==> config.mk <==
export PLATFORM = sky130hd
export DESIGN_NAME = instruction_memory
export DESIGN_NICKNAME = d
export VERILOG_FILES = /design/src/source/hart_pkg.sv /design/src/source/instruction_memory.sv
export SDC_FILE = /design/constraint.sdc
export NUM_CORES = 2
export LEC_CHECK = 0
export ABC_AREA = 1
export BUFFER_PORTS_ARGS = -buffer_cell sky130_fd_sc_hd__buf_2
export CORE_MARGIN = 1.5
export CORE_UTILIZATION = 57
export DETAILED_ROUTE_END_ITERATION = 10
export GPL_ROUTABILITY_DRIVEN = 0
export PLACE_DENSITY = 0.73
export SLEW_MARGIN = 10
export SYNTH_ARGS = -nofsm -noshare
export SYNTH_HDL_FRONTEND = slang
export SYNTH_SLANG_ARGS = --single-unit
==> constraint.sdc <==
create_clock -name clock -period 11.97 [get_ports clock]
set_clock_uncertainty 0.15 [all_clocks]
set_input_delay 1.197 -clock clock [delete_from_list [all_inputs] [get_ports clock]]
set_output_delay 1.197 -clock clock [all_outputs]
set_load 0.005 [all_outputs]
==> src/source/hart_pkg.sv <==
package hart_pkg;

    // ==========================================================================
    // Widths
    // ==========================================================================
    localparam int xlen = 32;
    localparam int ilen = 32;

    typedef logic [4:0]      reg_index_t;
    typedef logic [xlen-1:0] word_t;

    // ==========================================================================
    // Major opcodes
    // ==========================================================================
    localparam logic [6:0] opcode_op     = 7'b0110011;
    localparam logic [6:0] opcode_op_imm = 7'b0010011;
    localparam logic [6:0] opcode_load   = 7'b0000011;
    localparam logic [6:0] opcode_store  = 7'b0100011;
    localparam logic [6:0] opcode_jal    = 7'b1101111;

    // Decoded operation
    typedef enum logic [2:0] {
        op_add,
        op_sub,
        op_addi,
        op_lw,
        op_sw,
        op_jal,
        op_unknown
    } op_t;

    // Where the register write value comes from
    typedef enum logic {
        wb_from_compute,
        wb_from_memory
    } wb_source_t;

endpackage

==> src/source/instruction_memory.sv <==
`timescale 1ns/1ps

module instruction_memory import hart_pkg::*; #(
    parameter int imem_words = 64
) (
    input  logic  clock,
    input  logic  write_enable,
    input  word_t write_addr,
    input  word_t write_data,
    input  word_t read_addr,
    output word_t read_data
);

    localparam int addr_bits = $clog2(imem_words);

    word_t rom [imem_words];

    // Both addresses are byte offsets into the ROM
    always_ff @(posedge clock) begin
        if (write_enable) begin
            rom[write_addr[addr_bits+1:2]] <= write_data;
        end
        read_data <= rom[read_addr[addr_bits+1:2]];
    end

endmodule

Yosys cells after proc, flatten, opt, wreduce, memory -nomap -nowiden. Memories as Yosys holds them, arrays and structs flattened. A register that Yosys moved wholly into a read port is not among the register bits. Cells that the tools add are included. W data, S select, Z words.

Multiplexer cells: 2.

Operator list (number): $mux W1 (2).

Logic and storage cells: 3. Memories: 1. Flip-flop bits (word level): 0. Input port bits: 98. Memory bits (writable): 2048. Output and inout port bits: 32.

Memories: rom (depth 64, width 32, read ports 1, clocked after memory_dff 1, write ports 1, RTL line instruction_memory.sv:16) `word_t rom [imem_words];`.

Logic depth before layout (Yosys ltp).
Depth after elaboration: 2. Mapped depth: 13.

Worst setup path before layout. OpenSTA, ideal clock, no wires.

Path kind: in2reg. Start: input write_enable. End: memory rom[48][0] (netlist bit) (enable). Data arrival time: 4825 ps. Setup time: 502 ps. Cell stages on the path: 3. Slack: 6493 ps. Data required time: 11318 ps. Path buffers: 1. Path through: clkbuf_1 -> nand4_1 -> nor4_1.

Longest elaborated chain between the ends: 2.

RTL lines: from (decl) (RTL line instruction_memory.sv:7) `input logic write_enable,`; $mux W1 (RTL line instruction_memory.sv:20) `if (write_enable) begin`; $mux W1 (implied by the code) (RTL line instruction_memory.sv:21) `rom[write_addr[addr_bits+1:2]] <= write_data;`; to (decl) (RTL line instruction_memory.sv:16).

No other way between the ends.

==> impl_metrics.json <==
{
  "status": "finished, final reports clean",
  "pwr-share-seq_pct": 55.0,
  "coreArea_um2": 144000,
  "crit_path_start_kind": "input port",
  "start_util_pct": 57.5,
  "clockBufferDepth": 3,
  "ys_seq_elements": 2080,
  "detail_route.wl_per_cell_um": 24.9,
  "grt_start_max_net_pins": 224,
  "synthMuxAreaShare_pct": 0,
  "p_switching_mw": 3.25,
  "n_fill_cell": 10200,
  "die_h_um": 384,
  "pin_count": 130,
  "area_growth_pct": 9.59,
  "critical_path.max_fanout": 221,
  "clock_latency_ns": 0.83,
  "period_minus_slack_ns": 4.91,
  "cts_root_buf": "clkbuf_16",
  "dp_hpwl_mm": 103,
  "hp-class": "reg2reg",
  "drtIter0Drc": 7868,
  "rrSetupSlack_ns": 9.93,
  "antenna_found_initial": 18,
  "worstPathRequired_ns": 12.56,
  "p_comb_share_pct": 6.1,
  "min_from": "rom[6][11]$_DFFE_PP_",
  "p_int_mw": 11.4,
  "hold_viol_final": 0,
  "p_per_area_nw_per_um2": 162,
  "via_count": 54000,
  "maxSlewViolCount": 0,
  "slowest_stage": "buf_12",
  "synth_warnings": 0,
  "synthXorXnorAreaFrac_pct": 0,
  "power_mw": 14.7,
  "via_per_inst": 6.15,
  "relSlewSlack_pct": 13.0,
  "synth_cell_types": 16,
  "port_buffers": 77,
  "critPathTopFamily": "buffers and inverters",
  "cp.arrival_ns": 5.50,
  "cts_buffers": 192,
  "synth_fa_ha_area_share_pct": 0,
  "cellLeakagePower_nw": 31.7,
  "dr.pass1.iters": 6,
  "grt_use_total_pct": 29.4,
  "fin_ws_ns": 7.06,
  "worstSetupPathType": "in2reg",
  "critPathLaunch": "read_addr[2]",
  "worst-path-buf-inv": 4,
  "row_count": 139,
  "die_width_um": 384,
  "syn_nets": 6867,
  "layout_commonest_cell": "nand2_1",
  "drc": 0,
  "dieArea_um2": 147000,
  "postSynthCellCount": 6769,
  "r2r-start": "rom[33][9]$_DFFE_PP_",
  "fmax_ghz": 0.204,
  "clock_sinks": 2080,
  "final.setup.tns_ns": 0,
  "post_synth_instance_area_um2": 82700,
  "final_nets": 6816,
  "cts_tree": "yes",
  "first_global_vias": 50600,
  "worstSetupEndpointType": "flip-flop",
  "mostFrequentLayoutCells": "nand2_1, edfxtp_1, nand3_1, clkbuf_16, buf_4",
  "synth_compound_area_share_pct": 0,
  "maxCapViolCount": 0,
  "wirelength_mm": 219,
  "hold_buffers": 0,
  "fin_crit_sh_pct": 41.0,
  "pwr-share-clk_pct": 38.9,
  "clkTransAtPathRegs_ns": 0.06,
  "cts_resized": 0,
  "vdd_ir_drop_max_uv": 119,
  "worst_slew_pin_slew_ns": 1.30,
  "post-place-ws_ns": 6.49,
  "path_cells": "buf_8, buf_12, buf_12, buf_12, nand2_1, nand3_1, nand3_1, nand3_1, nand3_1, nand2_1, nand2_1, nand2_1",
  "synth_top_family_by_area": "simple AND/OR/NAND/NOR gates",
  "synth-simple-area-share_pct": 22.1,
  "setup_viol": 0,
  "grt_pass1_wl_mm": 317,
  "switching_share_pct": 22.1,
  "worst_hold_slack_ns": 0.679,
  "critPathMaxStageDelay_ns": 0.76,
  "synth.avg_cell_area_um2": 12.2,
  "overflow": 0,
  "rsz0062_at_grt": "false",
  "antenna_left": 0,
  "htreeDepth": 4,
  "drive_above_1_share_pct": 7.52,
  "ys_seq_area_share_pct": 75.1,
  "postCtsSetupBuffers": 0
}
==> path summary, 6_finish.rpt <==
check / endpoint / cells past startpoint
worst max-delay path: read_data[16]$_DFF_P_ / 12
worst min-delay path: read_data[11]$_DFF_P_ / 8
worst max register to register: read_data[9]$_DFF_P_ / 8
worst min register to register: read_data[11]$_DFF_P_ / 8
==> sequential cells by signal, summed over array words and instances, names as in the netlist <==
signal,cells
rom,2048
read_data,32
==> tightest hold or removal path, delay by kind of cell (launching register included) <==
kind | cells | cell delay, ns
flip-flops | 1 | 0.32
AND/OR/NAND/NOR | 8 | 0.49
==> synthesized netlist by cell type <==
cell / count / area, um2
nand2_1: 2248 / 8440
edfxtp_1: 2048 / 61500
nand3_1: 1907 / 9540
buf_2: 282 / 1410
clkbuf_1: 77 / 289
nor2_1: 56 / 210
buf_4: 45 / 338
buf_1: 40 / 150
dfxtp_1: 32 / 641
inv_1: 9 / 33.8
nand4_1: 9 / 56.3
nor4_1: 8 / 50.1
buf_6: 3 / 33.8
buf_8: 2 / 30.0
inv_2: 2 / 7.51
inv_4: 1 / 6.26
==> final cells by class <==
type                       instances  area, um2  share of cell area, %
antenna                            7       17.5                 0.0193
inverter                          12       81.3                 0.0897
multi-input combinational       4228      18800                   20.7
clock buffer                     257       5230                   5.77
clock inverter                    90        563                  0.621
sequential                      2080      62100                   68.5
tap                             1903       2380                   2.63
timing repair buffer             204       1490                   1.64
==> power groups by stage <==
stage               logic (mW)  clock network (mW)  registers [mW]
detailed placement       0.871                   0            8.24
floorplan                0.495                   0            8.23
CTS                      0.875                5.74            8.08
global placement         0.849                   0            8.23
finish                   0.896                5.71            8.08
global route             0.959                6.02            8.08
==> cell families after synthesis <==
family | after synthesis
flip-flops | 2080
buffers and inverters | 461
AND/OR/NAND/NOR | 4228
==> stage by stage <==
| step | utilization, % | cells | area [um2] |
|---|---|---|---|
| after global placement | 59.0 | 8427 | 84800 |
| final | 63.0 | 8781 | 90700 |
| after detailed placement | 59.0 | 8427 | 84800 |
| after floorplan | - | 6769 | 82700 |
| after CTS | 63.0 | 8774 | 90600 |
| after global routing | 63.0 | 8774 | 90700 |
==> per-layer routing <==
metal  track usage (%)  routed length [um]  vias up
met5                 0                 122        -
met2              46.0              101000     3442
met1              40.5               81800    26000
met3              6.27               27400      464
li1                  -                   -    24000
met4              11.9                8140       22
No activity file was read; power rests on OpenSTA's default activity.
