$ cat src/source/hart_pkg.sv
package hart_pkg;

    // ==========================================================================
    // Widths
    // ==========================================================================
    localparam int xlen = 32;
    localparam int ilen = 32;

    typedef logic [4:0]      reg_index_t;
    typedef logic [xlen-1:0] word_t;

    // ==========================================================================
    // Major opcodes
    // ==========================================================================
    localparam logic [6:0] opcode_op     = 7'b0110011;
    localparam logic [6:0] opcode_op_imm = 7'b0010011;
    localparam logic [6:0] opcode_load   = 7'b0000011;
    localparam logic [6:0] opcode_store  = 7'b0100011;
    localparam logic [6:0] opcode_jal    = 7'b1101111;

    // Decoded operation
    typedef enum logic [2:0] {
        op_add,
        op_sub,
        op_addi,
        op_lw,
        op_sw,
        op_jal,
        op_unknown
    } op_t;

    // Where the register write value comes from
    typedef enum logic {
        wb_from_compute,
        wb_from_memory
    } wb_source_t;

endpackage

$ cat src/source/data_memory.sv
`timescale 1ns/1ps

module data_memory import hart_pkg::*; #(
    parameter int dmem_words = 64
) (
    input  logic  clock,
    input  word_t address,
    input  logic  write_enable,
    input  word_t write_data,
    output word_t read_data
);

    localparam int addr_bits = $clog2(dmem_words);

    word_t ram [dmem_words];
    logic [addr_bits-1:0] word_index;

    assign word_index = address[addr_bits+1:2];

    // Read returns the old word on a same-cycle write
    always_ff @(posedge clock) begin
        if (write_enable) begin
            ram[word_index] <= write_data;
        end
        read_data <= ram[word_index];
    end

endmodule

$ cat config.mk
export PLATFORM = sky130hd
export DESIGN_NAME = data_memory
export DESIGN_NICKNAME = d
export VERILOG_FILES = /design/src/source/hart_pkg.sv /design/src/source/data_memory.sv
export SDC_FILE = /design/constraint.sdc
export NUM_CORES = 2
export LEC_CHECK = 0
export ABC_AREA = 1
export BUFFER_PORTS_ARGS = -buffer_cell sky130_fd_sc_hd__buf_2
export CAP_MARGIN = 20
export CELL_PAD_IN_SITES_DETAIL_PLACEMENT = 1
export CELL_PAD_IN_SITES_GLOBAL_PLACEMENT = 2
export CORE_UTILIZATION = 26
export CTS_BUF_LIST = sky130_fd_sc_hd__clkbuf_16
export DETAILED_ROUTE_END_ITERATION = 8
export GPL_TIMING_DRIVEN = 0
export HOLD_SLACK_MARGIN = 0.05
export PLACE_DENSITY = 0.6
export REMOVE_ABC_BUFFERS = 1
export SYNTH_ARGS = -nofsm -noshare
export SYNTH_HDL_FRONTEND = slang
export SYNTH_SLANG_ARGS = --single-unit
$ cat constraint.sdc
create_clock -name clock -period 4.7 [get_ports clock]
set_clock_uncertainty 0.1 [all_clocks]
set_input_delay 0.47 -clock clock [delete_from_list [all_inputs] [get_ports clock]]
set_output_delay 0.47 -clock clock [all_outputs]
set_load 0.02 [all_outputs]
# --- After elaboration in Yosys (flattened, before gate mapping) ---
# Memory sizes are Yosys's and may differ from the RTL's. A register that Yosys moved wholly into a read port is not among the register bits.
# Index checks and enable logic that the tools add are counted.
totals:
  output_inout_bits: 32
  ramBits: 2048
  regBits: 0
  word_cells: 3
  memories: 1
  in_bits: 66
memory_table:
  columns: ["name", "depth", "word_bits", "read_ports", "rd_ports_with_merged_regs", "wr", "line_no", "text"]
  rows:
  - ["ram", 64, 32, 1, 1, 1, "data_memory.sv:15", "word_t ram [dmem_words];"]
op_classes:
  n_mux: 2
ops:
  columns: ["cell", "n"]
  rows:
  - ["$mux W1", 2]

# --- Longest topological paths before layout ---
depth:
  depth_word: 2
  ltp_mapped: 15
  mapped_depth_nobuf: 11

# --- Worst setup path before layout ---
# OpenSTA, ideal clock, no wires.
synth_timing:
  path_kind: "input to register"
  startpoint: "input address[2]"
  endpoint: "memory ram[41][0] (netlist bit) (enable)"
  n_path_buf: 4
  arrival_time_ns: 4.253
  slack_ns: -0.155
  cell_stages: 6
  setup_time_ns: 0.502
  cell_sequence: "buf_4 inv_2 buf_6 buf_4 buf_2 nor4_1"
synth_lines:
  columns: ["element", "line_no", "text"]
  rows:
  - ["start: declaration", "data_memory.sv:7", "input word_t address,"]
  - ["end: declaration", "data_memory.sv:15", null]
# No word-level cell before the write port.

# --- Worst setup path in the final report ---
layout_timing:
  startpoint: "input address[2]"
  endpoint: "memory ram[24][24] (netlist bit) (enable)"
# No word-level cell before the write port.

==> impl_metrics.env <==
export IMPL_hold_violations=0
export IMPL_slew_headroom_pct=18.3
export IMPL_grt_max_degree=165
export IMPL_vias=59200
export IMPL_synth_cell_types=21
export IMPL_setup_ws_ps=210
export IMPL_layout_core_utilization_pct=31.4
export IMPL_drv_slew=0
export IMPL_dp_hpwl_um=176000
export IMPL_arrival_ps=4970
export IMPL_drc=0
export IMPL_synth_top_area_cell="edfxtp_1"
export IMPL_ios=98
export IMPL_synth_mux_area_share_pct=0
export IMPL_timing_worst_setup_path_type="input port to register"
export IMPL_cts_tree="done"
export IMPL_critPathCaptureType="register"
export IMPL_critPathTopFamily="buffers and inverters"
export IMPL_start_util_pct=26.1
export IMPL_port_buffers=71
export IMPL_gp_routability_congestion=0.704
export IMPL_setup_tns_ps=0
export IMPL_critPathSlowestCell="inv_12"
export IMPL_htreeDepth=4
export IMPL_fp_dieW_um=579
export IMPL_fin_cells=13200
export IMPL_cts_buffer_depth=4
export IMPL_drive_above_1_share_pct=8.38
export IMPL_cp_common_cell="buf_16"
export IMPL_synth_warnings=0
export IMPL_antenna_found_initial=22
export IMPL_die_area_sq_um=335000
export IMPL_drtAntennaViolNets=0
export IMPL_synth_simple_gate_area_share_pct=25.7
export IMPL_clock_latency_ps=910
export IMPL_clkSinkCount=2080
export IMPL_path_max_fanout=142
export IMPL_grt_pass1_vias=60100
export IMPL_p_per_area_nw_per_um2=395
export IMPL_post_place_ws_ps=-1740
export IMPL_dp_cells=12700
export IMPL_synthAdderAreaFrac_pct=0
export IMPL_synth_area_leaders="edfxtp_1, nand2_1, buf_2, dfxtp_1, nor2_1"
export IMPL_synth_compound_area_share_pct=0.0839
export IMPL_synth_seq_cells=2080
export IMPL_status="finished clean"
export IMPL_path_buf_inv=8
export IMPL_worst_ep_required_time_ps=5180
export IMPL_synth_top_family_by_area="simple AND/OR/NAND/NOR gates"
export IMPL_design_area_sq_um=104000
export IMPL_clk_pin_slew_ps=60
export IMPL_synth_avg_cell_area_sq_um=10.2
export IMPL_nets=8686
export IMPL_area_growth_pct=20.0
export IMPL_netlist_area_sq_um=86500
export IMPL_start_kind="input port"
export IMPL_grt_overflow=0
export IMPL_rsz0062_at_grt="no"
export IMPL_setup_viol=0
export IMPL_fmax_ghz=0.223
export IMPL_cts_root_buf="clkbuf_16"
export IMPL_period_share_pct=95.5
export IMPL_core_area_sq_um=331000
export IMPL_p_leak_nw=42.3
export IMPL_yosysSeqAreaShare_pct=71.8
export IMPL_fin_crit_ps=4490
export IMPL_grt_first_pass_wirelength_um=429000
export IMPL_synthXorXnorAreaFrac_pct=0
export IMPL_max_stage_delay_ps=630
export IMPL_yosysTopAreaCellShare_pct=71.1
export IMPL_max_slew_worst_pin_slew_ps=1220
export IMPL_drt_first_iter_violations=3938
export IMPL_numCtsBuffers=242
export IMPL_first_pass_iters=5
export IMPL_viasPerCell=4.48
export IMPL_globalRouteTotalUtil_pct=17.6
export IMPL_synthCells=8440
export IMPL_ir_drop_v=0.000275
export IMPL_wl_per_cell_um=22.5
export IMPL_die_h_um=579
export IMPL_placed_cell_area_sq_um=95500
export IMPL_rows=211
export IMPL_hp_class="input port to register"
export IMPL_cp_cell_sequence="buf_12, buf_16, inv_12, buf_16, buf_16, buf_16, nand3_2, nor2_4, buf_12, buf_12"
export IMPL_wl_um=297000
export IMPL_drv_cap=0
[metal layers]
metal / share of wire, % / track usage, %
met5: 0 / 0
met1: 47 / 24.4
met4: 2.2 / 4.18
met2: 48 / 29.4
met3: 3.6 / 1.81
[path summary, 6_finish.rpt]
| check | slack (ps) | cells past startpoint | from | end |
|---|---|---|---|---|
| hold / removal | 110 | 1 | write_data[14] | ram[25][14] |
| hold reg to reg | 750 | 10 | ram[24][3] | read_data[3] |
| setup reg to reg | 2200 | 10 | ram[1][7] | read_data[7] |
| setup / recovery | 210 | 10 | address[2] | ram[24][24] |
[layout by cell type, fill, tap and decap left out, types with 4 or more instances in the layout]
master	synthesis	layout
edfxtp_1	2048	2048
clkinv_1	0	78
dfxtp_1	32	32
nor2_1	137	75
clkinv_2	0	42
buf_12	0	128
buf_16	0	73
buf_6	4	11
buf_8	0	10
bufinv_16	0	11
buf_2	244	68
clkbuf_16	0	243
inv_2	14	11
clkinv_16	0	4
nand3_1	13	9
dlygate4sd3_1	0	32
inv_6	0	5
nand3_2	0	4
buf_4	11	36
or2_2	5	5
nor3_4	0	7
diode_2	0	10
o21ai_0	5	5
o211ai_1	5	5
inv_1	16	66
clkinvlp_4	0	9
nor2_4	0	62
nand2_1	5728	5728
[state kept, by name, indices dropped and copies added (netlist names)]
signal     cells
read_data     32
ram         2048
[where the power goes]
group,switching [mW],internal [mW],total (mW)
clock network,7.84,9.93,17.8
logic,1.99,0.680,2.67
registers,0.0364,20.5,20.6
[timing repair]
action | in CTS | in global routing
resized for setup | 5 | 0
hold buffers | 29 | 3
endpoints found under the setup margin | 1066 | 0
endpoints found under the hold margin | 586 | 59
buffers inserted | 34 | 0
[cells by family (layout without fill, tap and decap cells)]
kind of cell    Yosys count  in the layout
simple gates           5896           5896
flops                  2080           2080
buf+inv                 452            834
compound gates           12             12
other cells               0             10
[Yosys cell counts (all sizes together)]
cell type  count
nand2       5728
edfxtp      2048
buf          286
nor2         137
clkbuf       136
dfxtp         32
inv           30
nand3         13
nor3           8
o21ai          7
or2            6
o211ai         5
nand4          2
nor4           2
[worst reg2reg max path, stage by stage, from the launching register on]
cell and delay (ps):
edfxtp_1 380, nand2_1 80, nand2_1 60, nand2_1 60, nand2_1 60, nand2_1 60
nand2_1 70, nand2_1 50, nand2_1 90, nor2_1 860, nand2_1 410
[stage by stage]
step	hold slack, ps	total power [mW]
6_report	105	41.0
5_1_grt	98.3	42.5
4_1_cts	53.9	41.6
3_5_place_dp	758	23.6
3_3_place_gp	744	24.0
2_1_floorplan	469	22.3
[final cells by class]
class                           count  area, sq um
Antenna cell                       10         25.0
Clock inverter                    203         1310
Tap cell                         4366         5460
Sequential cell                  2080        62100
Timing Repair Buffer              358         5780
Multi-Input combinational cell   5908        22800
Inverter                           30          140
Fill cell                       36600       227000
Clock buffer                      243         6080
No activity file was read; power rests on OpenSTA's default activity.
