==> src/source/hart_pkg.sv <==
package hart_pkg;

    // ==========================================================================
    // Widths
    // ==========================================================================
    localparam int xlen = 32;
    localparam int ilen = 32;

    typedef logic [4:0]      reg_index_t;
    typedef logic [xlen-1:0] word_t;

    // ==========================================================================
    // Major opcodes
    // ==========================================================================
    localparam logic [6:0] opcode_op     = 7'b0110011;
    localparam logic [6:0] opcode_op_imm = 7'b0010011;
    localparam logic [6:0] opcode_load   = 7'b0000011;
    localparam logic [6:0] opcode_store  = 7'b0100011;
    localparam logic [6:0] opcode_jal    = 7'b1101111;

    // Decoded operation
    typedef enum logic [2:0] {
        op_add,
        op_sub,
        op_addi,
        op_lw,
        op_sw,
        op_jal,
        op_unknown
    } op_t;

    // Where the register write value comes from
    typedef enum logic {
        wb_from_compute,
        wb_from_memory
    } wb_source_t;

endpackage

==> src/source/register_file.sv <==
`timescale 1ns/1ps

module register_file import hart_pkg::*; (
    input  logic       clock,
    input  logic       reset,
    input  reg_index_t rs1,
    input  reg_index_t rs2,
    input  logic       write_enable,
    input  reg_index_t write_index,
    input  word_t      write_value,
    output word_t      rs1_value,
    output word_t      rs2_value
);

    word_t regs [32];

    always_ff @(posedge clock) begin
        if (reset) begin
            for (int i = 0; i < 32; i++) begin
                regs[i] <= '0;
            end
        end else if (write_enable && write_index != '0) begin
            regs[write_index] <= write_value;
        end
    end

    // Write-first reads, x0 wired to zero
    always_ff @(posedge clock) begin
        if (rs1 == '0) rs1_value <= '0;
        else if (write_enable && write_index == rs1) rs1_value <= write_value;
        else rs1_value <= regs[rs1];

        if (rs2 == '0) rs2_value <= '0;
        else if (write_enable && write_index == rs2) rs2_value <= write_value;
        else rs2_value <= regs[rs2];
    end

endmodule

==> config.mk <==
export PLATFORM = sky130hd
export DESIGN_NAME = register_file
export DESIGN_NICKNAME = d
export VERILOG_FILES = /design/src/source/hart_pkg.sv /design/src/source/register_file.sv
export SDC_FILE = /design/constraint.sdc
export NUM_CORES = 2
export LEC_CHECK = 0
export BUFFER_PORTS_ARGS = -buffer_cell sky130_fd_sc_hd__buf_2
export CELL_PAD_IN_SITES_DETAIL_PLACEMENT = 0
export CELL_PAD_IN_SITES_GLOBAL_PLACEMENT = 1
export CORE_MARGIN = 2
export CORE_UTILIZATION = 45
export DETAILED_ROUTE_END_ITERATION = 8
export GPL_TIMING_DRIVEN = 0
export MAX_ROUTING_LAYER = met4
export PLACE_DENSITY = 0.77
export RECOVER_POWER = 25
export SLEW_MARGIN = 40
export SYNTH_ARGS = -nofsm -noshare
export SYNTH_HDL_FRONTEND = slang
export SYNTH_SLANG_ARGS = --single-unit
==> constraint.sdc <==
create_clock -name clock -period 3.15 [get_ports clock]
set_clock_uncertainty 0.2 [all_clocks]
set_input_delay 0.945 -clock clock [delete_from_list [all_inputs] [get_ports clock]]
set_output_delay 0.945 -clock clock [all_outputs]
set_load 0.05 [all_outputs]
# Yosys cells after proc, flatten, opt, wreduce, memory -nomap -nowiden
# Memory sizes are Yosys's and may differ from the RTL's.
# Index checks and enable logic that the tools add are counted.
# W data, S select, Z words.
op_classes:
  eq_ne: 2
  n_reduce_logical: 7
  muxes: 10
op_table:
  columns: ["op", "count"]
  rows:
  - ["$mux W32", 3]
  - ["$reduce_or A32 Y1", 1]
  - ["$eq A5 B5 Y1", 2]
  - ["$logic_not A5 Y1", 2]
  - ["$mux W1", 6]
  - ["$mux W5", 1]
  - ["$reduce_bool A5 Y1", 1]
  - ["$logic_and A1 B1 Y1", 3]
totals:
  ram_bits: 1024
  elab_cells: 22
  out_inout_bits: 64
  n_memories: 1
  reg_bits: 64
memory_table:
  columns: ["memory", "words", "width", "read_ports", "rd_ports_with_merged_regs", "wr", "line", "text"]
  rows:
  - ["regs", 32, 32, 2, 0, 32, "register_file.sv:15", "word_t regs [32];"]

# Longest topological paths before layout
depth:
  ltp_word: 7
  depth_mapped: 10
  ltp_nobuf: 5

# Worst setup path before layout
# OpenSTA, ideal clock, no wires.
synth_timing:
  kind: "input port to flip-flop"
  from: "input port rs1[1]"
  to: "register rs1_value[13]"
  path_slack_ns: 0.164
  cell_stages: 6
  arrival_ns: 2.664
  setup_ns: 0.122
  cell_sequence: "buf_2 -> buf_2 -> clkbuf_1 -> mux4_2 -> mux4_2 -> a221o_1"
synth_via:
  elab_chain_len: 3
  elab_cells_between_ends: 5
synth_lines:
  columns: ["item", "line", "text"]
  rows:
  - ["from (decl)", "register_file.sv:6", "input reg_index_t rs1,"]
  - ["parallel branches: the longest is 3 deep, another holds $mem_v2 Z32 W32", null, null]
  - ["to (signal assigned)", "register_file.sv:30", "else if (write_enable && write_index == rs1) rs1_value <= write_value;"]
  - ["to (signal assigned)", "register_file.sv:31", "else rs1_value <= regs[rs1];"]
  - ["to (decl)", "register_file.sv:11", "output word_t rs1_value,"]
# Parallel ways; which one is timed is not known.
# A chain may end at the register's enable or synchronous reset.

==> results.md <==
* Total CTS buffers at 117
* Via count at 42100
* Synthesized area per cell at 14.5 µm²
* Post-synthesis sequential area ratio at 0.567
* Dpl ws at -1.46 ns
* I/O Buffers at 101
* CTS Hold Bufs at 0
* Final hold vios at 0
* Hold Path Class: in -> reg
* Fin crit period at 3.37 ns
* Post-synthesis register bit count at 1088
* Slew headroom at 0.313
* Slew @ Worst Pin at 1.03 ns
* RSZ-0062 raised after global routing: yes
* CTS clock-pin slew for the worst setup and hold paths at 0.06 ns
* Initial core utilization at 0.455
* Max-cap violations at 0
* Mapped cell area at 56500 µm²
* Max clock buf depth at 3
* Largest net degree at the start of global routing at 33
* Die height at 358 µm
* Post-synth top area share at 0.544
* Failing checks: negative setup slack
* Area leader, netlist: edfxtp_1
* First-pass GRT wire length at 347 mm
* Worst EP arrival at 3.61 ns
* Wirelength per Cell at 44.6 µm
* CP endpoint kind: register
* Pre-Repair DR Iteration Count at 8
* Clock latency on the worst-skew pair at 0.78 ns
* Critical Path RT at 3.39 ns
* Final #Nets at 4267
* Core ar. at 124000 µm²
* Main area contributors after synthesis: edfxtp_1, mux4_2, and2_1
* Max-slew violations at 0
* Share of layout cells above drive strength 1 at 0.232
* Fill count at 10300
* Final RePlAce weighted congestion at 1.05
* Multi-input logic area at 23100 µm²
* Yosys warns at 0
* # rows at 129
* Seq. cell area at 32000 µm²
* Final WS setup at -0.218 ns
* Pwr/cell area at 572 nW/µm²
* # setup viols final at 211
* P_leak at 0.0233 µW
* WL final at 267 mm
* Post-DRT Antenna Nets at 0
* Total Routing Usage GR at 0.424
* Die area at 128000 µm²
* Async SR Flop Fraction at 0
* H-tree Lvls at 3
* Fmax at 297 MHz
* Clk root buf: clkbuf_16
* Die span in x at 358 µm
* Post-DP HPWL at 181 mm
* Run status: finished with violations
* Remaining DRCs at 0
* Post-synthesis cell type count at 48
* Number of global-route vias before repair at 39600
* Mapped Cells at 3908
* Io pins at 114
* Period utilization at 1.07
* Starting DRT DRC Count at 8693
* Layout area overhead at 15.0%
* CTS tree: yes
* Hold slack at 0.338 ns
* Peak supply drop at 500 µV
* EDFF count, synth at 1024
* Vias per Instance at 7.05
* Main synth FF type: edfxtp_1
* Crit start category: primary input
* Initial antenna violation count at 20
* Clock sinks at 1088
* Congestion Overflow GR at 0
* Setup CP Type: in -> reg
* Crit-path max FO at 17
routing by layer:
layer  global-route usage  share of wire  vias to the layer above
met2                0.570           0.40                     4252
met3                0.173           0.16                     1070
met5                    -              0                        -
li1                     -              -                    15600
met1                0.517           0.34                    21200
met4                0.297          0.094                        0
critical path: stages:
cell	delay [ns]
buf_2	0.20
nor2b_1	0.28
nand3_1	0.50
nor2_2	0.82
or2_4	0.55
buf_12	0.27
cell usage after synthesis, types with 3 or more instances:
cell type	count
a211oi_1	8
a21oi_1	86
a221o_1	51
a221oi_1	51
a22oi_1	57
a2bb2oi_1	8
a31oi_1	8
a32o_1	32
and2_1	993
and3_1	27
buf_1	18
buf_2	62
buf_4	20
buf_6	12
clkbuf_1	304
dfxtp_1	64
edfxtp_1	1024
mux2i_1	339
mux4_2	373
nand2_1	40
nand3_1	5
nand3b_1	6
nor2_1	51
nor2b_1	27
nor3_1	31
nor4_1	3
o21ai_0	66
o21bai_1	7
o221ai_1	37
o22a_1	11
o22ai_1	26
or2_2	31
or3b_2	4
xnor2_1	6
xor2_1	4
worst paths after layout:
path,startpoint,endpoint,slack [ns],depth (start not counted)
hold reg to reg,regs[2][7]$_SDFFCE_PN0P_,rs1_value[7]$_SDFF_PN0_,0.70,4
hold / removal,write_value[5],rs2_value[5]$_SDFF_PN0_,0.34,2
setup reg to reg,regs[7][0]$_SDFFCE_PN0P_,rs1_value[0]$_SDFF_PN0_,0.76,4
setup / recovery,reset,regs[27][28]$_SDFFCE_PN0P_,-0.22,6
power breakdown:
part	total (µW)	switching [µW]	internal (µW)
Combinational	5600	3780	1820
Sequential	17100	422	16700
Clock	14400	6110	8330
Total	37200	10300	26800
cell usage in the layout, fill, tap and decap left out, types with 41 or more instances in the layout:
cell / count
buf_2: 148
a21oi_1: 86
clkbuf_1: 237
a22oi_1: 57
mux2i_1: 339
and2_1: 993
clkbuf_2: 98
edfxtp_1: 1024
o21ai_0: 65
a221o_1: 51
clkbuf_16: 123
a221oi_1: 41
dfxtp_1: 64
mux4_2: 373
cell type report:
cell class,instances,share of cell area
Antenna cell,21,0.000809
Buffer,416,0.0339
Clock buffer,177,0.0525
Clock inverter,44,0.00801
Inverter,2,0.000154
Multi-Input combinational cell,2443,0.356
Sequential cell,1088,0.493
Tap cell,1637,0.0315
Timing Repair Buffer,149,0.0239
kinds of logic (layout without fill, tap and decap cells):
logic type                count (synthesis)  count (layout)  synth area share
buffers and inverters                   419             788            0.0323
DFF                                    1088            1088             0.567
and+or+nand+nor                        1224            1235             0.131
AOI/OAI and AO/OA                       454             454            0.0589
xor gates and xnor gates                 10              10           0.00155
muxes                                   712             712             0.209
other                                     1              53         0.0000664
sequential cells by signal (all words and copies together), names as in the netlist:
signal     count
rs1_value     32
rs2_value     32
regs        1024
timing repair:
action | 4_1_cts | 5_1_grt
setup endpoints to repair | 372 | 759
pin swaps | 1 | 4
gates cloned | 1 | 10
buffers inserted | 2 | 4
resized for setup | 76 | 55
per-stage QoR:
stage | total power, µW | TNS [ns] | instance area, µm² | std cells | util
floorplan | 20200 | 0 | 56600 | 3939 | -
global placement | 22400 | -1895.60 | 59200 | 5677 | 0.477
detailed placement | 22600 | -1241.45 | 60400 | 5718 | 0.487
CTS | 36700 | -14.99 | 64600 | 5941 | 0.521
global route | 37600 | -8.80 | 65000 | 5971 | 0.523
finish | 37200 | -20.29 | 65000 | 5977 | 0.524
Power figures use the tool's default switching activity.
