===== src/source/hart_pkg.sv =====
package hart_pkg;

    // ==========================================================================
    // Widths
    // ==========================================================================
    localparam int xlen = 32;
    localparam int ilen = 32;

    typedef logic [4:0]      reg_index_t;
    typedef logic [xlen-1:0] word_t;

    // ==========================================================================
    // Major opcodes
    // ==========================================================================
    localparam logic [6:0] opcode_op     = 7'b0110011;
    localparam logic [6:0] opcode_op_imm = 7'b0010011;
    localparam logic [6:0] opcode_load   = 7'b0000011;
    localparam logic [6:0] opcode_store  = 7'b0100011;
    localparam logic [6:0] opcode_jal    = 7'b1101111;

    // Decoded operation
    typedef enum logic [2:0] {
        op_add,
        op_sub,
        op_addi,
        op_lw,
        op_sw,
        op_jal,
        op_unknown
    } op_t;

    // Where the register write value comes from
    typedef enum logic {
        wb_from_compute,
        wb_from_memory
    } wb_source_t;

endpackage


===== src/source/instruction_decoder.sv =====
`timescale 1ns/1ps

module instruction_decoder import hart_pkg::*; (
    input  word_t      instruction,
    output op_t        op,
    output reg_index_t rs1,
    output reg_index_t rs2,
    output reg_index_t rd,
    output word_t      immediate,
    output logic       reg_write,
    output wb_source_t wb_source
);

    logic [6:0] opcode;
    logic [2:0] funct3;
    logic [6:0] funct7;
    word_t      imm_i;
    word_t      imm_s;
    word_t      imm_j;

    assign opcode = instruction[6:0];
    assign funct3 = instruction[14:12];
    assign funct7 = instruction[31:25];

    assign imm_i = {{20{instruction[31]}}, instruction[31:20]};
    assign imm_s = {{20{instruction[31]}}, instruction[31:25], instruction[11:7]};
    assign imm_j = {{12{instruction[31]}}, instruction[19:12], instruction[20],
                    instruction[30:21], 1'b0};

    // Unused source fields stay at x0 so they never match a pending write
    always_comb begin
        op        = op_unknown;
        rs1       = '0;
        rs2       = '0;
        rd        = '0;
        immediate = '0;
        reg_write = 1'b0;
        wb_source = wb_from_compute;
        case (opcode)
            opcode_op: begin
                if (funct3 == 3'b000 && (funct7 == 7'b0000000 || funct7 == 7'b0100000)) begin
                    op        = (funct7 == 7'b0100000) ? op_sub : op_add;
                    rs1       = instruction[19:15];
                    rs2       = instruction[24:20];
                    rd        = instruction[11:7];
                    reg_write = 1'b1;
                end
            end
            opcode_op_imm: begin
                if (funct3 == 3'b000) begin
                    op        = op_addi;
                    rs1       = instruction[19:15];
                    rd        = instruction[11:7];
                    immediate = imm_i;
                    reg_write = 1'b1;
                end
            end
            opcode_load: begin
                if (funct3 == 3'b010) begin
                    op        = op_lw;
                    rs1       = instruction[19:15];
                    rd        = instruction[11:7];
                    immediate = imm_i;
                    reg_write = 1'b1;
                    wb_source = wb_from_memory;
                end
            end
            opcode_store: begin
                if (funct3 == 3'b010) begin
                    op        = op_sw;
                    rs1       = instruction[19:15];
                    rs2       = instruction[24:20];
                    immediate = imm_s;
                end
            end
            opcode_jal: begin
                op        = op_jal;
                rd        = instruction[11:7];
                immediate = imm_j;
                reg_write = 1'b1;
            end
            default: begin
                op = op_unknown;
            end
        endcase
    end

endmodule


===== config.mk =====
export PLATFORM = sky130hd
export DESIGN_NAME = instruction_decoder
export DESIGN_NICKNAME = d
export VERILOG_FILES = /design/src/source/hart_pkg.sv /design/src/source/instruction_decoder.sv
export SDC_FILE = /design/constraint.sdc
export NUM_CORES = 1
export LEC_CHECK = 0
export ABC_AREA = 1
export ABC_CLOCK_PERIOD_IN_PS = 2400
export BUFFER_PORTS_ARGS = -buffer_cell sky130_fd_sc_hd__buf_2
export CAP_MARGIN = 20
export CORE_ASPECT_RATIO = 0.7
export CORE_MARGIN = 5
export CORE_UTILIZATION = 28
export DETAILED_ROUTE_END_ITERATION = 12
export PLACE_DENSITY = 0.72
export SLEW_MARGIN = 10
export SYNTH_ARGS = -nofsm -noshare
export SYNTH_HDL_FRONTEND = slang
export SYNTH_SLANG_ARGS = --single-unit

===== constraint.sdc =====
create_clock -name vclk -period 2.4
set_clock_uncertainty 0.05 [all_clocks]
set_input_delay 0 -clock vclk [all_inputs]
set_output_delay 0 -clock vclk [all_outputs]
set_load 0.005 [all_outputs]

## Word-level counts from Yosys, hierarchy flattened

Index checks and enable logic that the tools add are counted.

| word-level totals | value |
|---|---|
| RAM bits | 0 |
| bits in latches | 0 |
| bits in registers | 0 |
| word-level logic and storage cells | 38 |
| output and inout bits | 52 |
| memories | 0 |
| input port bits | 32 |
| memory bits (read-only) | 0 |

| operators by class | value |
|---|---|
| muxes and demuxes | 26 |
| multiply operators | 0 |
| add/sub/neg operators | 0 |
| equality and inequality tests | 7 |
| magnitude comparators | 0 |
| reduce and logical (&&, ||, !) cells | 5 |
| bitwise logic cells | 0 |
| divide/modulo/power cells | 0 |
| shifts and indexed selects | 0 |

Operator list:

| cell | count |
|---|---|
| $pmux W32 S4 | 1 |
| $mux W32 | 3 |
| $mux W5 | 8 |
| $eq A7 B6 Y1 const B | 3 |
| $pmux W5 S4 | 1 |
| $pmux W3 S5 | 1 |
| $pmux W5 S3 | 1 |
| $pmux W5 S2 | 1 |
| $mux W3 | 3 |
| $eq A7 B2 Y1 const B | 1 |
| $eq A7 B5 Y1 const B | 1 |
| $eq A7 B7 Y1 const B | 1 |
| $logic_not A7 Y1 | 1 |
| $mux W1 | 5 |
| $pmux W1 S4 | 1 |
| $eq A3 B2 Y1 const B | 1 |
| $logic_not A3 Y1 | 1 |
| $mux W2 | 1 |
| $reduce_or A2 Y1 | 1 |
| $logic_and A1 B1 Y1 | 1 |
| $logic_or A1 B1 Y1 | 1 |

## Depth between registers and ports, before layout

| depth | value |
|---|---|
| depth in word-level cells | 5 |
| depth in mapped cells | 9 |
| mapped depth without buffers | 8 |

## Worst setup path before layout

OpenSTA, ideal clock, no wires.

| path | value |
|---|---|
| path kind | input port to output port |
| start point | input port instruction[12] |
| end point | output port immediate[21] |
| data required time | 2.350 ns |
| cell stages on the path | 8 |
| buffers on the path | 1 |
| arrival | 1.126 ns |
| path slack | 1.224 ns |
| cell sequence | nor2_1 > nand2_1 > inv_1 > nand3_2 > nand3_4 > nor2_4 > nor2_2 > buf_4 |

| on the way | value |
|---|---|
| word-level cells in the longest chain between the ends | 3 |
| elaborated cells between the ends (all ways) | 6 |
| those cells by class | eq/ne (1); mux (4); reduce/logical (1) |

Ends and longest elaborated chain:

| what | line | RTL |
|---|---|---|
| from (decl) | instruction_decoder.sv:4 | `input word_t instruction,` |
| $eq A3 B2 Y1 / $logic_not A3 Y1 (equally long branches) | instruction_decoder.sv:59, instruction_decoder.sv:69, instruction_decoder.sv:50 |  |
| $mux W32 (on tied branches) | instruction_decoder.sv:69, instruction_decoder.sv:50, instruction_decoder.sv:59 |  |
| $pmux W32 S4 * | instruction_decoder.sv:39 | `case (opcode)` |
| to (decl) | instruction_decoder.sv:9 | `output word_t immediate,` |

Mark *: on every way between the ends. The rest lies on a longest branch, timed or not.

## Worst setup path in the final report

| path | value |
|---|---|
| start point | input port instruction[12] |
| end point | output port immediate[29] |

Same word-level chain as after synthesis.

==> tab_implementation.tex <==
\begin{tabular}{lr}
\hline
Metric & Value \\
\hline
\multicolumn{2}{l}{\textbf{Synth}} \\
\quad Avg Cell Area, Syn & approximately 5.0 um2 \\
\quad Synth Net Count & 208 \\
\quad Warning count from the yosys run & 0 \\
\quad Ranking of synthesized cells by area & sky130\_fd\_sc\_hd\_\_nand2\_1, sky130\_fd\_sc\_hd\_\_nand3\_1, sky130\_fd\_sc\_hd\_\_buf\_4, sky130\_fd\_sc\_hd\_\_nor2\_1, sky130\_fd\_sc\_hd\_\_nor2\_2 \\
\quad Parity-gate share of the synthesized area counting xor and xnor cells & 0\% \\
\quad Post-Synthesis Cell Area & between 800 and 900 um2 \\
\quad Arithmetic-cell share of the synthesized area counting full adders, half adders and majority gates & 0\% \\
\quad Share of Yosys cell area claimed by the top area cell type & roughly 22\% \\
\quad Synthesized instance count & 176 \\
\quad Commonest cells in the netlist & sky130\_fd\_sc\_hd\_\_nand2\_1, sky130\_fd\_sc\_hd\_\_nand3\_1, sky130\_fd\_sc\_hd\_\_nor2\_1 \\
\quad Largest family of logic cells by synthesized area & simple AND/OR/NAND/NOR gates \\
\quad Most common cell in the netlist & sky130\_fd\_sc\_hd\_\_nand2\_1 \\
\quad Yosys top cell by area & sky130\_fd\_sc\_hd\_\_nand2\_1 \\
\quad Share of cell area taken by muxes after synthesis & 0\% \\
\quad Count of cell types in the netlist & 21 \\
\quad Sequential cell area fraction in the yosys report & 0\% \\
\quad Simple-gate share of the synthesized area & between 70\% and 80\% \\
\quad Share of the synthesized area in compound gates (AO/OA/AOI/OAI) & 2.43\% \\
\multicolumn{2}{l}{\textbf{Placement}} \\
\quad Detailed-placement wirelength estimate & between 2 and 3 mm \\
\quad Post-Place Cells & between 200 and 300 \\
\quad Number of buffer cells added on primary ports & 84 \\
\quad Area post-placement & 1260 um2 \\
\quad Final weighted congestion of routability-driven global placement & between 0.8 and 0.9 \\
\multicolumn{2}{l}{\textbf{Worst setup path}} \\
\quad Setup crit start kind & input port \\
\quad Worst path required time & between 2 and 2.5 ns \\
\quad Most used cell, CP & sky130\_fd\_sc\_hd\_\_buf\_2 \\
\quad Maximum net fanout on the critical path & 12 \\
\quad Critical path start-end classification & in2out \\
\quad Cell with the largest stage delay on the worst path & sky130\_fd\_sc\_hd\_\_nor2\_2 \\
\quad Worst setup EP type & primary output \\
\quad Cell breakdown of the critical path & buf\_2, nor2\_1, nand2\_1, inv\_1, nand2\_2, nand3\_4, nor2\_4, nor2\_2, buf\_2 \\
\quad Slowest stage delay, CP & 0.24 ns \\
\quad Arrival time at the worst endpoint & around 1.3 ns \\
\multicolumn{2}{l}{\textbf{Finish}} \\
\quad Final instance area & around 1300 um2 \\
\quad Share of post-route cells with drive strength above 1 & 47.0\% \\
\quad Clk\_buf instances & 0 \\
\quad Fill cell instance count of the final layout & approximately 350 \\
\quad Net count reported at finish & approximately 280 \\
\quad Finished Layout Cells & 287 \\
\quad Combined area of the multi-input logic cells & 714 um2 \\
\quad Seq Cell Count & 0 \\
\quad N\_diodes & 0 \\
\quad Sequential cell area & 0 um2 \\
\quad Layout-stage area growth over the synthesis result & 44.0\% \\
\multicolumn{2}{l}{\textbf{GRT}} \\
\quad Overall routing resource usage & between 10 and 15\% \\
\quad Largest net degree at the start of global routing & 13 \\
\quad Global-route congestion overflow total & 0 \\
\quad Global-route wire length before repair & between 5 and 6 mm \\
\quad Initial antenna violation count & 0 \\
\quad Vias in the first global route & $\sim$1300 \\
\multicolumn{2}{l}{\textbf{Floorplan}} \\
\quad Initial Util & 28.4\% \\
\quad Die height & 56.8 um \\
\quad Die span in x & $\sim$77 um \\
\quad I/O pin cnt & 84 \\
\quad Area of the core & 3080 um2 \\
\quad Placement Rows & 17 \\
\quad Area of the die & about 4400 um2 \\
\multicolumn{2}{l}{\textbf{Detailed routing}} \\
\quad First-pass detailed-route iteration total & 4 \\
\quad DR WL/cell & roughly 11 um \\
\quad Wire length reported by the detailed router & about 3.3 mm \\
\quad Via count & 1361 \\
\quad Initial detailed-routing violation count & 62 \\
\quad Final antenna-violating net count & 0 \\
\quad Detailed-route DRC error count & 0 \\
\quad Vias per std cell & $\sim$4.7 \\
\multicolumn{2}{l}{\textbf{Pwr}} \\
\quad PD cells & about 63 nW/um2 \\
\quad Leak pwr & $\sim$0.82 nW \\
\quad Largest vdd supply drop & around 0.000024 V \\
\multicolumn{2}{l}{\textbf{Timing}} \\
\quad Final number of hold-violating endpoints & 0 \\
\quad Setup repair after global routing missed its margin & no \\
\quad Setup TNS after final layout & 0 ns \\
\quad Number of setup violations in the final report & 0 \\
\quad Worst slew pin tran & 0.476 ns \\
\quad Final period util & around 58\% \\
\quad Worst relative slew slack & about two thirds \\
\quad Shortest clock period the worst path allows after layout & 1.38 ns \\
\quad Fmax & between 700 and 800 MHz \\
\quad Pins Over Slew Limit & 0 \\
\multicolumn{2}{l}{\textbf{Flow run}} \\
\quad Max Cap Violations & 0 \\
\multicolumn{2}{l}{\textbf{Clocking}} \\
\quad Post CTS Setup Buffer Count & 0 \\
\quad Number of gates resized after cts & 0 \\
\quad Hold buffers post-CTS & 0 \\
\multicolumn{2}{l}{\textbf{Hold path}} \\
\quad Cells on Worst Hold Path & 4 \\
\quad Hold Crit Class & in2out \\
\multicolumn{2}{l}{\textbf{Run status}} \\
\quad Status & finished clean \\
\hline
\end{tabular}
==> layer usage <==
layer	global-route usage (%)	part of all wire [%]	vias up
met4	0	0	0
met3	3.69	12	0
met1	19.6	44	592
li1	-	-	704
met5	0	0	-
met2	23.1	44	65
==> cells by family after synthesis <==
group,count (synthesis)
buf+inv,31
simple gates,141
compound gates,4
==> path summary, 6_finish.rpt <==
| path | from | endpoint | slack [ns] |
|---|---|---|---|
| worst min-delay path | instruction[24] | immediate[4] | 0.23 |
| worst max-delay path | instruction[12] | immediate[29] | 1.02 |
==> cells in the final DEF, fill, tap and decap left out, drive strengths merged <==
cell type / n
inv: 19
o21ai: 2
nor2: 35
nand2: 60
nand4: 6
nand3: 38
clkinv: 1
buf: 84
nor3: 2
a31oi: 1
a21oi: 1
==> through the flow <==
step / setup slack [ns] / hold slack, ns / utilization, % / total power, mW
6_report: 1.02 / 0.230 / 40.9 / 0.0789
3_5_place_dp: 1.00 / 0.232 / 40.9 / 0.0788
4_1_cts: 1.00 / 0.233 / 40.9 / 0.0792
5_1_grt: 0.767 / 0.244 / 40.9 / 0.0892
3_3_place_gp: 1.06 / 0.242 / 40.9 / 0.0783
2_1_floorplan: 1.22 / 0.0304 / - / 0.0312
==> area by class of cell <==
class / instances / area share (%)
Tap cell: 38 / 3.77
Multi-Input combinational cell: 145 / 56.6
Timing Repair Buffer: 84 / 33.3
Inverter: 20 / 6.25
==> worst max-delay path, delay by kind of cell <==
family / cells / cell delay (ns)
buf+inv: 3 / 0.50
simple gates: 6 / 0.82
==> power breakdown <==
| part | total, mW | internal (mW) | switching, mW | leakage, nW |
|---|---|---|---|---|
| sequential | 0 | 0 | 0 | 0 |
| clock | 0 | 0 | 0 | 0 |
| combinational | 0.0789 | 0.0300 | 0.0489 | 0.820 |
| total | 0.0789 | 0.0300 | 0.0489 | 0.820 |
Note: power is estimated with default switching activity, not from simulation.
