## src/source/hart_pkg.sv

```systemverilog
package hart_pkg;

    // ==========================================================================
    // Widths
    // ==========================================================================
    localparam int xlen = 32;
    localparam int ilen = 32;

    typedef logic [4:0]      reg_index_t;
    typedef logic [xlen-1:0] word_t;

    // ==========================================================================
    // Major opcodes
    // ==========================================================================
    localparam logic [6:0] opcode_op     = 7'b0110011;
    localparam logic [6:0] opcode_op_imm = 7'b0010011;
    localparam logic [6:0] opcode_load   = 7'b0000011;
    localparam logic [6:0] opcode_store  = 7'b0100011;
    localparam logic [6:0] opcode_jal    = 7'b1101111;

    // Decoded operation
    typedef enum logic [2:0] {
        op_add,
        op_sub,
        op_addi,
        op_lw,
        op_sw,
        op_jal,
        op_unknown
    } op_t;

    // Where the register write value comes from
    typedef enum logic {
        wb_from_compute,
        wb_from_memory
    } wb_source_t;

endpackage

```

## src/source/operand_forwarder.sv

```systemverilog
`timescale 1ns/1ps

module operand_forwarder import hart_pkg::*; (
    input  reg_index_t source_index,
    input  word_t      register_value,
    input  logic       mem_stage_valid,
    input  logic       mem_stage_reg_write,
    input  reg_index_t mem_stage_rd,
    input  logic       mem_stage_is_load,
    input  word_t      mem_stage_result,
    input  logic       wb_stage_valid,
    input  logic       wb_stage_reg_write,
    input  reg_index_t wb_stage_rd,
    input  word_t      wb_stage_value,
    output logic       available,
    output word_t      operand
);

    logic mem_hit;
    logic wb_hit;

    assign mem_hit = mem_stage_valid && mem_stage_reg_write
                  && mem_stage_rd != '0 && mem_stage_rd == source_index;
    assign wb_hit  = wb_stage_valid && wb_stage_reg_write
                  && wb_stage_rd != '0 && wb_stage_rd == source_index;

    // Youngest producer wins
    always_comb begin
        if (mem_hit) begin
            // Load data not back from the RAM yet
            available = !mem_stage_is_load;
            operand   = mem_stage_result;
        end else if (wb_hit) begin
            available = 1'b1;
            operand   = wb_stage_value;
        end else begin
            available = 1'b1;
            operand   = register_value;
        end
    end

endmodule

```

## config.mk

```make
export PLATFORM = sky130hd
export DESIGN_NAME = operand_forwarder
export DESIGN_NICKNAME = d
export VERILOG_FILES = /design/src/source/hart_pkg.sv /design/src/source/operand_forwarder.sv
export SDC_FILE = /design/constraint.sdc
export NUM_CORES = 1
export LEC_CHECK = 0
export ABC_AREA = 1
export BUFFER_PORTS_ARGS = -buffer_cell sky130_fd_sc_hd__buf_2
export CORE_ASPECT_RATIO = 1.1
export CORE_MARGIN = 5
export CORE_UTILIZATION = 37
export DETAILED_ROUTE_END_ITERATION = 6
export GPL_TIMING_DRIVEN = 0
export PLACE_DENSITY_LB_ADDON = 0.25
export SLEW_MARGIN = 20
export SYNTH_ARGS = -nofsm -noshare
export SYNTH_HDL_FRONTEND = slang
export SYNTH_SLANG_ARGS = --single-unit
```

## constraint.sdc

```tcl
create_clock -name vclk -period 1.6
set_input_delay 0.32 -clock vclk [all_inputs]
set_output_delay 0.32 -clock vclk [all_outputs]
set_load 0.03 [all_outputs]
```

# == Word-level counts from Yosys, hierarchy flattened ==
# Cells that the tools add are included.
# word_totals
register_bits,0
latchBits,0
ram_bits,0
mem_bits_ro,0
in_bits,116
output_inout_bits,33
n_memories,0
# op_classes
add_sub_neg,0
n_mul,0
div,0
order_cmp,0
eq_ne,2
shifts,0
n_mux,3
n_bitwise,0
n_reduce_logical,9
# op_table
cell,count
two-way mux 32 bit,2
equality test 5 bit,2
nonzero test 5 bit,2
logical AND 1 bit,6
zero test 1 bit,1
two-way mux 1 bit,1

# == Longest topological paths before layout ==
# Gate-level depths: netlist of the first run.
# logic_depth
word_depth,5
mapped_depth,11
depth_no_buf,10

# == Least setup slack after synthesis of the first run ==
# OpenSTA, ideal clock, no wires.
# synth_timing
kind,input-to-output
startpoint,input wb_stage_rd[2]
endpoint,output operand[11]
arrival_time_ns,1.284
required_time_ns,1.280
path_slack_ns,-0.004
cell_stages,7
n_path_buf,1
cell_sequence,xnor2_1 > nor2b_4 > nand3_4 > buf_6 > nand2_1 > nand3_1 > nand2_1
# synth_via
elab_chain_cells,5
word_cells_on_any_way,6
# synth_lines
item,line_no,rtl
start: declaration,operand_forwarder.sv:13,"input reg_index_t wb_stage_rd,"
nonzero test 5 bit,operand_forwarder.sv:25,&& wb_stage_rd != '0 && wb_stage_rd == source_index;
logical AND 1 bit,operand_forwarder.sv:25,
logical AND 1 bit *,operand_forwarder.sv:25,
two-way mux 32 bit *,operand_forwarder.sv:33,end else if (wb_hit) begin
two-way mux 32 bit *,operand_forwarder.sv:29,if (mem_hit) begin
end: declaration,operand_forwarder.sv:16,output word_t operand
# Mark *: on every way between the ends. The rest lies on a longest branch, timed or not.

# == Worst setup path after layout of the first run ==
# layout_timing
startpoint,input source_index[3]
endpoint,output operand[26]
# layout_via
elab_chain_cells,4
word_cells_on_any_way,6
# layout_lines
item,line_no,rtl
start: declaration,operand_forwarder.sv:4,"input reg_index_t source_index,"
equality test 5 bit,operand_forwarder.sv:25,
logical AND 1 bit,operand_forwarder.sv:25,
two-way mux 32 bit,operand_forwarder.sv:33,
two-way mux 32 bit *,operand_forwarder.sv:29,
# Marks and branches as above.

==> results of run 1 <==
layer usage:
layer  wire length, um  up-vias  GRT usage, %
li1                  -     1174             -
met1              2330     1022          22.7
met2              3560      120          43.7
met3               649       22          4.53
met4               202        0          4.86
met5                 0        -             0
final timing paths:
| kind | slack [ns] | endpoint | depth (start not counted) | start |
|---|---|---|---|---|
| worst max-delay path | -0.22 | operand[26] | 10 | source_index[3] |
| worst min-delay path | 0.93 | available | 3 | mem_stage_is_load |
critical path, stage by stage:
cell	delay, ns
buf_8	0.10
xnor2_2	0.13
nand2_1	0.07
nor2_2	0.14
nand3_4	0.20
inv_6	0.14
buf_8	0.13
nand2_2	0.05
nand2_2	0.07
buf_6	0.13
where the power goes:
| part | total (mW) | leakage [nW] | switching [mW] | internal (mW) |
|---|---|---|---|---|
| clock network | 0 | 0 | 0 | 0 |
| logic | 0.701 | 1.89 | 0.370 | 0.331 |
| registers | 0 | 0 | 0 | 0 |
per-stage QoR:
| stage | setup WS (ns) | cells | power (mW) | instance area [um^2] | hold WS, ns |
|---|---|---|---|---|---|
| finish | -0.224 | 496 | 0.701 | 2920 | 0.931 |
| floorplan | 0.0525 | 289 | 0.317 | 1480 | 0.802 |
| global placement | -0.269 | 488 | 0.528 | 2280 | 0.915 |
| detailed placement | -0.288 | 488 | 0.536 | 2280 | 0.919 |
| CTS | -0.209 | 493 | 0.665 | 2760 | 0.911 |
| global route | -0.307 | 496 | 0.753 | 2920 | 0.946 |
cells by family after synthesis:
group	after synthesis
buffers and inverters	90
and+or+nand+nor	191
AOI/OAI and AO/OA	5
xor gates and xnor gates	3
area by class of cell:
type               instances  area [um^2]  share of cell area (%)
multi-input cells        199         1230                    42.2
repair buffers           156         1140                    38.9
inverters                 75          299                    10.2
plain buffers             15          181                    6.22
well taps                 50         62.6                    2.14
repair inverters           1         8.76                   0.300
placed cells by master (no fill, tap or decap):
| master | count |
|---|---|
| a21o_1 | 1 |
| a21oi_2 | 1 |
| a21oi_4 | 1 |
| buf_12 | 1 |
| buf_16 | 1 |
| buf_2 | 105 |
| buf_4 | 5 |
| buf_6 | 53 |
| buf_8 | 4 |
| clkbuf_16 | 2 |
| clkinv_8 | 1 |
| inv_1 | 67 |
| inv_2 | 5 |
| inv_4 | 2 |
| inv_6 | 1 |
| nand2_1 | 49 |
| nand2_2 | 52 |
| nand2_4 | 14 |
| nand3_1 | 60 |
| nand3_2 | 6 |
| nand3_4 | 2 |
| nor2_1 | 3 |
| nor2_2 | 2 |
| nor2_4 | 1 |
| nor2_8 | 1 |
| nor2b_4 | 1 |
| o21ai_2 | 1 |
| o22ai_1 | 1 |
| xnor2_2 | 1 |
| xnor2_4 | 1 |
| xor2_1 | 1 |
what timing repair did:
action | 4_1_cts | 5_1_grt
hold buffers | 0 | 0
gates resized for setup | 120 | 28
setup buffers | 2 | 0
cloned | 3 | 3
setup endpoints to repair | 33 | 33
pin swaps | 16 | 12
==> flow_metrics.env, run 1 <==
export IMPL_cp_end_kind="primary output"
export IMPL_synth_common_cells="nand2_1, inv_1, nand3_1"
export IMPL_synthCells=289
export IMPL_detail_route_iter0_violations=158
export IMPL_grt_max_degree=11
export IMPL_syn_area_um2=1400
export IMPL_io_pins=149
export IMPL_drive_above_1_share_pct=59.2
export IMPL_setup_viol=33
export IMPL_routedWlPerCell_um=13.6
export IMPL_synth_top_area_share_pct=27.9
export IMPL_die_height_um=74.5
export IMPL_start_kind="input pin"
export IMPL_hpwl_um=4270
export IMPL_place_congestion=0.802
export IMPL_route_detailed_drc=0
export IMPL_final_antenna_net_count=0
export IMPL_violations="negative setup slack"
export IMPL_path_max_fanout=7
export IMPL_antenna_found_initial=0
export IMPL_port_buffers=149
export IMPL_slew_limit_headroom_pct=86.1
export IMPL_vias=2338
export IMPL_grtUsageTotal_pct=21.9
export IMPL_required_ns=1.28
export IMPL_avgSynthCellArea_um2=4.85
export IMPL_synth_top_area_cell="nand2_1"
export IMPL_rsz0062_at_grt="true"
export IMPL_clock_buffers=0
export IMPL_area_growth_pct=108
export IMPL_synth_xor_area_share_pct=1.88
export IMPL_synth_top_family_by_area="simple AND/OR/NAND/NOR gates"
export IMPL_grt_pass1_wl_um=9000
export IMPL_die_area_um2=5120
export IMPL_synthAdderAreaFrac_pct=0
export IMPL_ys_types=24
export IMPL_synth_area_top_cells="nand2_1, nand3_1, inv_1, buf_6, nand2_2"
export IMPL_start_util_pct=38.3
export IMPL_tns_ns=-6.42
export IMPL_pwr_density_cell_nw_per_um2=240
export IMPL_ir_drop_mv=0.148
export IMPL_area_sequential_um2=0
export IMPL_fillers=286
export IMPL_clock_fmax_mhz=548
export IMPL_status="finished, violations left"
export IMPL_maxCapViolations=0
export IMPL_rows=23
export IMPL_totalWireLength_um=6740
export IMPL_drtPass1Iterations=4
export IMPL_min_period_over_period_pct=114
export IMPL_ys_warnings_count=0
export IMPL_synth_compound_area_share_pct=2.59
export IMPL_syn_nets=405
export IMPL_nNetsFinal=564
export IMPL_critical_path_class="input pin to primary output"
export IMPL_die_w_um=68.7
export IMPL_grt_overflow=0
export IMPL_p_leak_nw=1.89
export IMPL_synthSimpleGateAreaFrac_pct=64.1
export IMPL_muxShareOfSynthArea_pct=0
export IMPL_n_antenna_cell=0
export IMPL_hold_violations=0
export IMPL_fin_crit_ns=1.82
export IMPL_via_per_inst=4.71
export IMPL_synth_most_common_cell="nand2_1"
export IMPL_n_sequential_cell=0
export IMPL_core_area_um2=3650
export IMPL_seq_area_frac_synth_pct=0
export IMPL_first_global_vias=2179
export IMPL_arrival_ns=1.50
export IMPL_final_core_util_pct=79.9
export IMPL_worst_slack_ns=-0.224
export IMPL_slew_viol_final=0
export IMPL_hold_class="input pin to primary output"
export IMPL_tightest_slew_ns=0.208
(Power assumes the default switching activity.)
==> run 2: changes to the inputs <==
--- a/config.mk
+++ b/config.mk
@@ -9,7 +9,7 @@
 export BUFFER_PORTS_ARGS = -buffer_cell sky130_fd_sc_hd__buf_2
 export CORE_ASPECT_RATIO = 1.1
 export CORE_MARGIN = 5
-export CORE_UTILIZATION = 37
+export CORE_UTILIZATION = 40
 export DETAILED_ROUTE_END_ITERATION = 6
 export GPL_TIMING_DRIVEN = 0
 export PLACE_DENSITY_LB_ADDON = 0.25
==> constraint.sdc (replaced) <==
create_clock -name vclk -period 2.2
set_input_delay 0.44 -clock vclk [all_inputs]
set_output_delay 0.44 -clock vclk [all_outputs]
set_load 0.03 [all_outputs]
==> flow_metrics.env, run 2 (same netlist as run 1, synthesis figures left out) <==
export IMPL_status="finished clean"
export IMPL_final_antenna_net_count=0
export IMPL_rsz0062_at_grt="false"
export IMPL_slew_viol_final=0
export IMPL_setup_viol=0
export IMPL_nNetsFinal=556
export IMPL_port_buffers=149
export IMPL_clock_buffers=0
export IMPL_final_cell_mix="buf_2, nand2_1, inv_1"
export IMPL_final_common_cell="buf_2"
export IMPL_postCtsSetupRepairBufs=0
export IMPL_hold_violations=0
export IMPL_grt_pass1_wl_um=7880
export IMPL_worst_slack_ns=0.100
export IMPL_area_growth_pct=58.0
export IMPL_drive_above_1_share_pct=44.3
export IMPL_drtPass1Iterations=4
export IMPL_min_period_over_period_pct=95.4
export IMPL_p_leak_nw=1.57
export IMPL_pwr_density_cell_nw_per_um2=171
export IMPL_antenna_found_initial=0
export IMPL_place_congestion=0.839
export IMPL_path_max_fanout=10
export IMPL_fillers=357
export IMPL_slew_limit_headroom_pct=85.9
export IMPL_maxCapViolations=0
export IMPL_die_height_um=72.1
export IMPL_die_area_um2=4790
export IMPL_tns_ns=0
export IMPL_hold_class="input pin to primary output"
export IMPL_timing_hold_ws_ns=1.18
export IMPL_first_global_vias=1947
export IMPL_routedWlPerCell_um=10.0
export IMPL_grtUsageTotal_pct=19.2
export IMPL_core_area_um2=3360
export IMPL_grt_max_degree=11
export IMPL_totalWireLength_um=4870
export IMPL_critical_path_class="input pin to primary output"
export IMPL_whs_path_depth=3
export IMPL_n_antenna_cell=0
export IMPL_route_detailed_drc=0
export IMPL_ir_drop_mv=0.0997
export IMPL_hpwl_um=4150
export IMPL_required_ns=1.76
export IMPL_placed_cells=486
export IMPL_start_util_pct=41.7
export IMPL_detail_route_iter0_violations=88
export IMPL_rows=22
export IMPL_hold_buffers=0
export IMPL_area_sequential_um2=0
export IMPL_grt_overflow=0
export IMPL_die_w_um=66.4
export IMPL_preCtsSetupSlack_ns=0.0791
export IMPL_final_core_util_pct=65.9
export IMPL_clock_fmax_mhz=476
export IMPL_tightest_slew_ns=0.211
export IMPL_via_per_inst=4.33
export IMPL_io_pins=149
export IMPL_layout_cells_non_filler=486
export IMPL_cp_end_kind="primary output"
export IMPL_start_kind="input pin"
export IMPL_fin_crit_ns=2.10
export IMPL_vias=2106
export IMPL_n_sequential_cell=0
export IMPL_arrival_ns=1.66
## run 2: cell type report
class	instances	area, um^2	area share [%]
repair buffers	149	746	33.7
multi-input cells	199	968	43.7
well taps	48	60.1	2.71
plain buffers	15	156	7.06
inverters	75	284	12.8
## run 2: critical path, stage by stage
cell and delay [ns]:
buf_2 0.12, xnor2_1 0.16, nand2_1 0.08, nor2_2 0.14
nand3_4 0.13, inv_4 0.13, buf_6 0.14, nand2_1 0.07
nand2_1 0.06, buf_2 0.18
## run 2: per-stage QoR
step | instance area, um^2 | power, mW
5_1_grt | 2210 | 0.420
2_1_floorplan | 1400 | 0.218
4_1_cts | 2210 | 0.379
3_3_place_gp | 2210 | 0.373
6_report | 2210 | 0.378
3_5_place_dp | 2210 | 0.378
## run 2: worst paths after layout
kind / start / end / slack [ns]
setup / recovery: source_index[3] / operand[8] / 0.10
hold / removal: mem_stage_is_load / available / 1.18
## run 2: timing repair
item	CTS	global route
setup endpoints to repair	0	5
hold endpoints to repair	0	0
gates resized for setup	0	1
## run 2: routing by layer
layer	GRT usage [%]	share of wire [%]	vias to the layer above
li1	-	-	1151
met4	0.451	0	0
met2	36.8	48	93
met1	23.7	41	862
met5	0	0	-
met3	2.63	10	0
## run 2: power by group
part	total, mW	internal, mW	switching [mW]
logic	0.378	0.160	0.218
registers	0	0	0
clock network	0	0	0
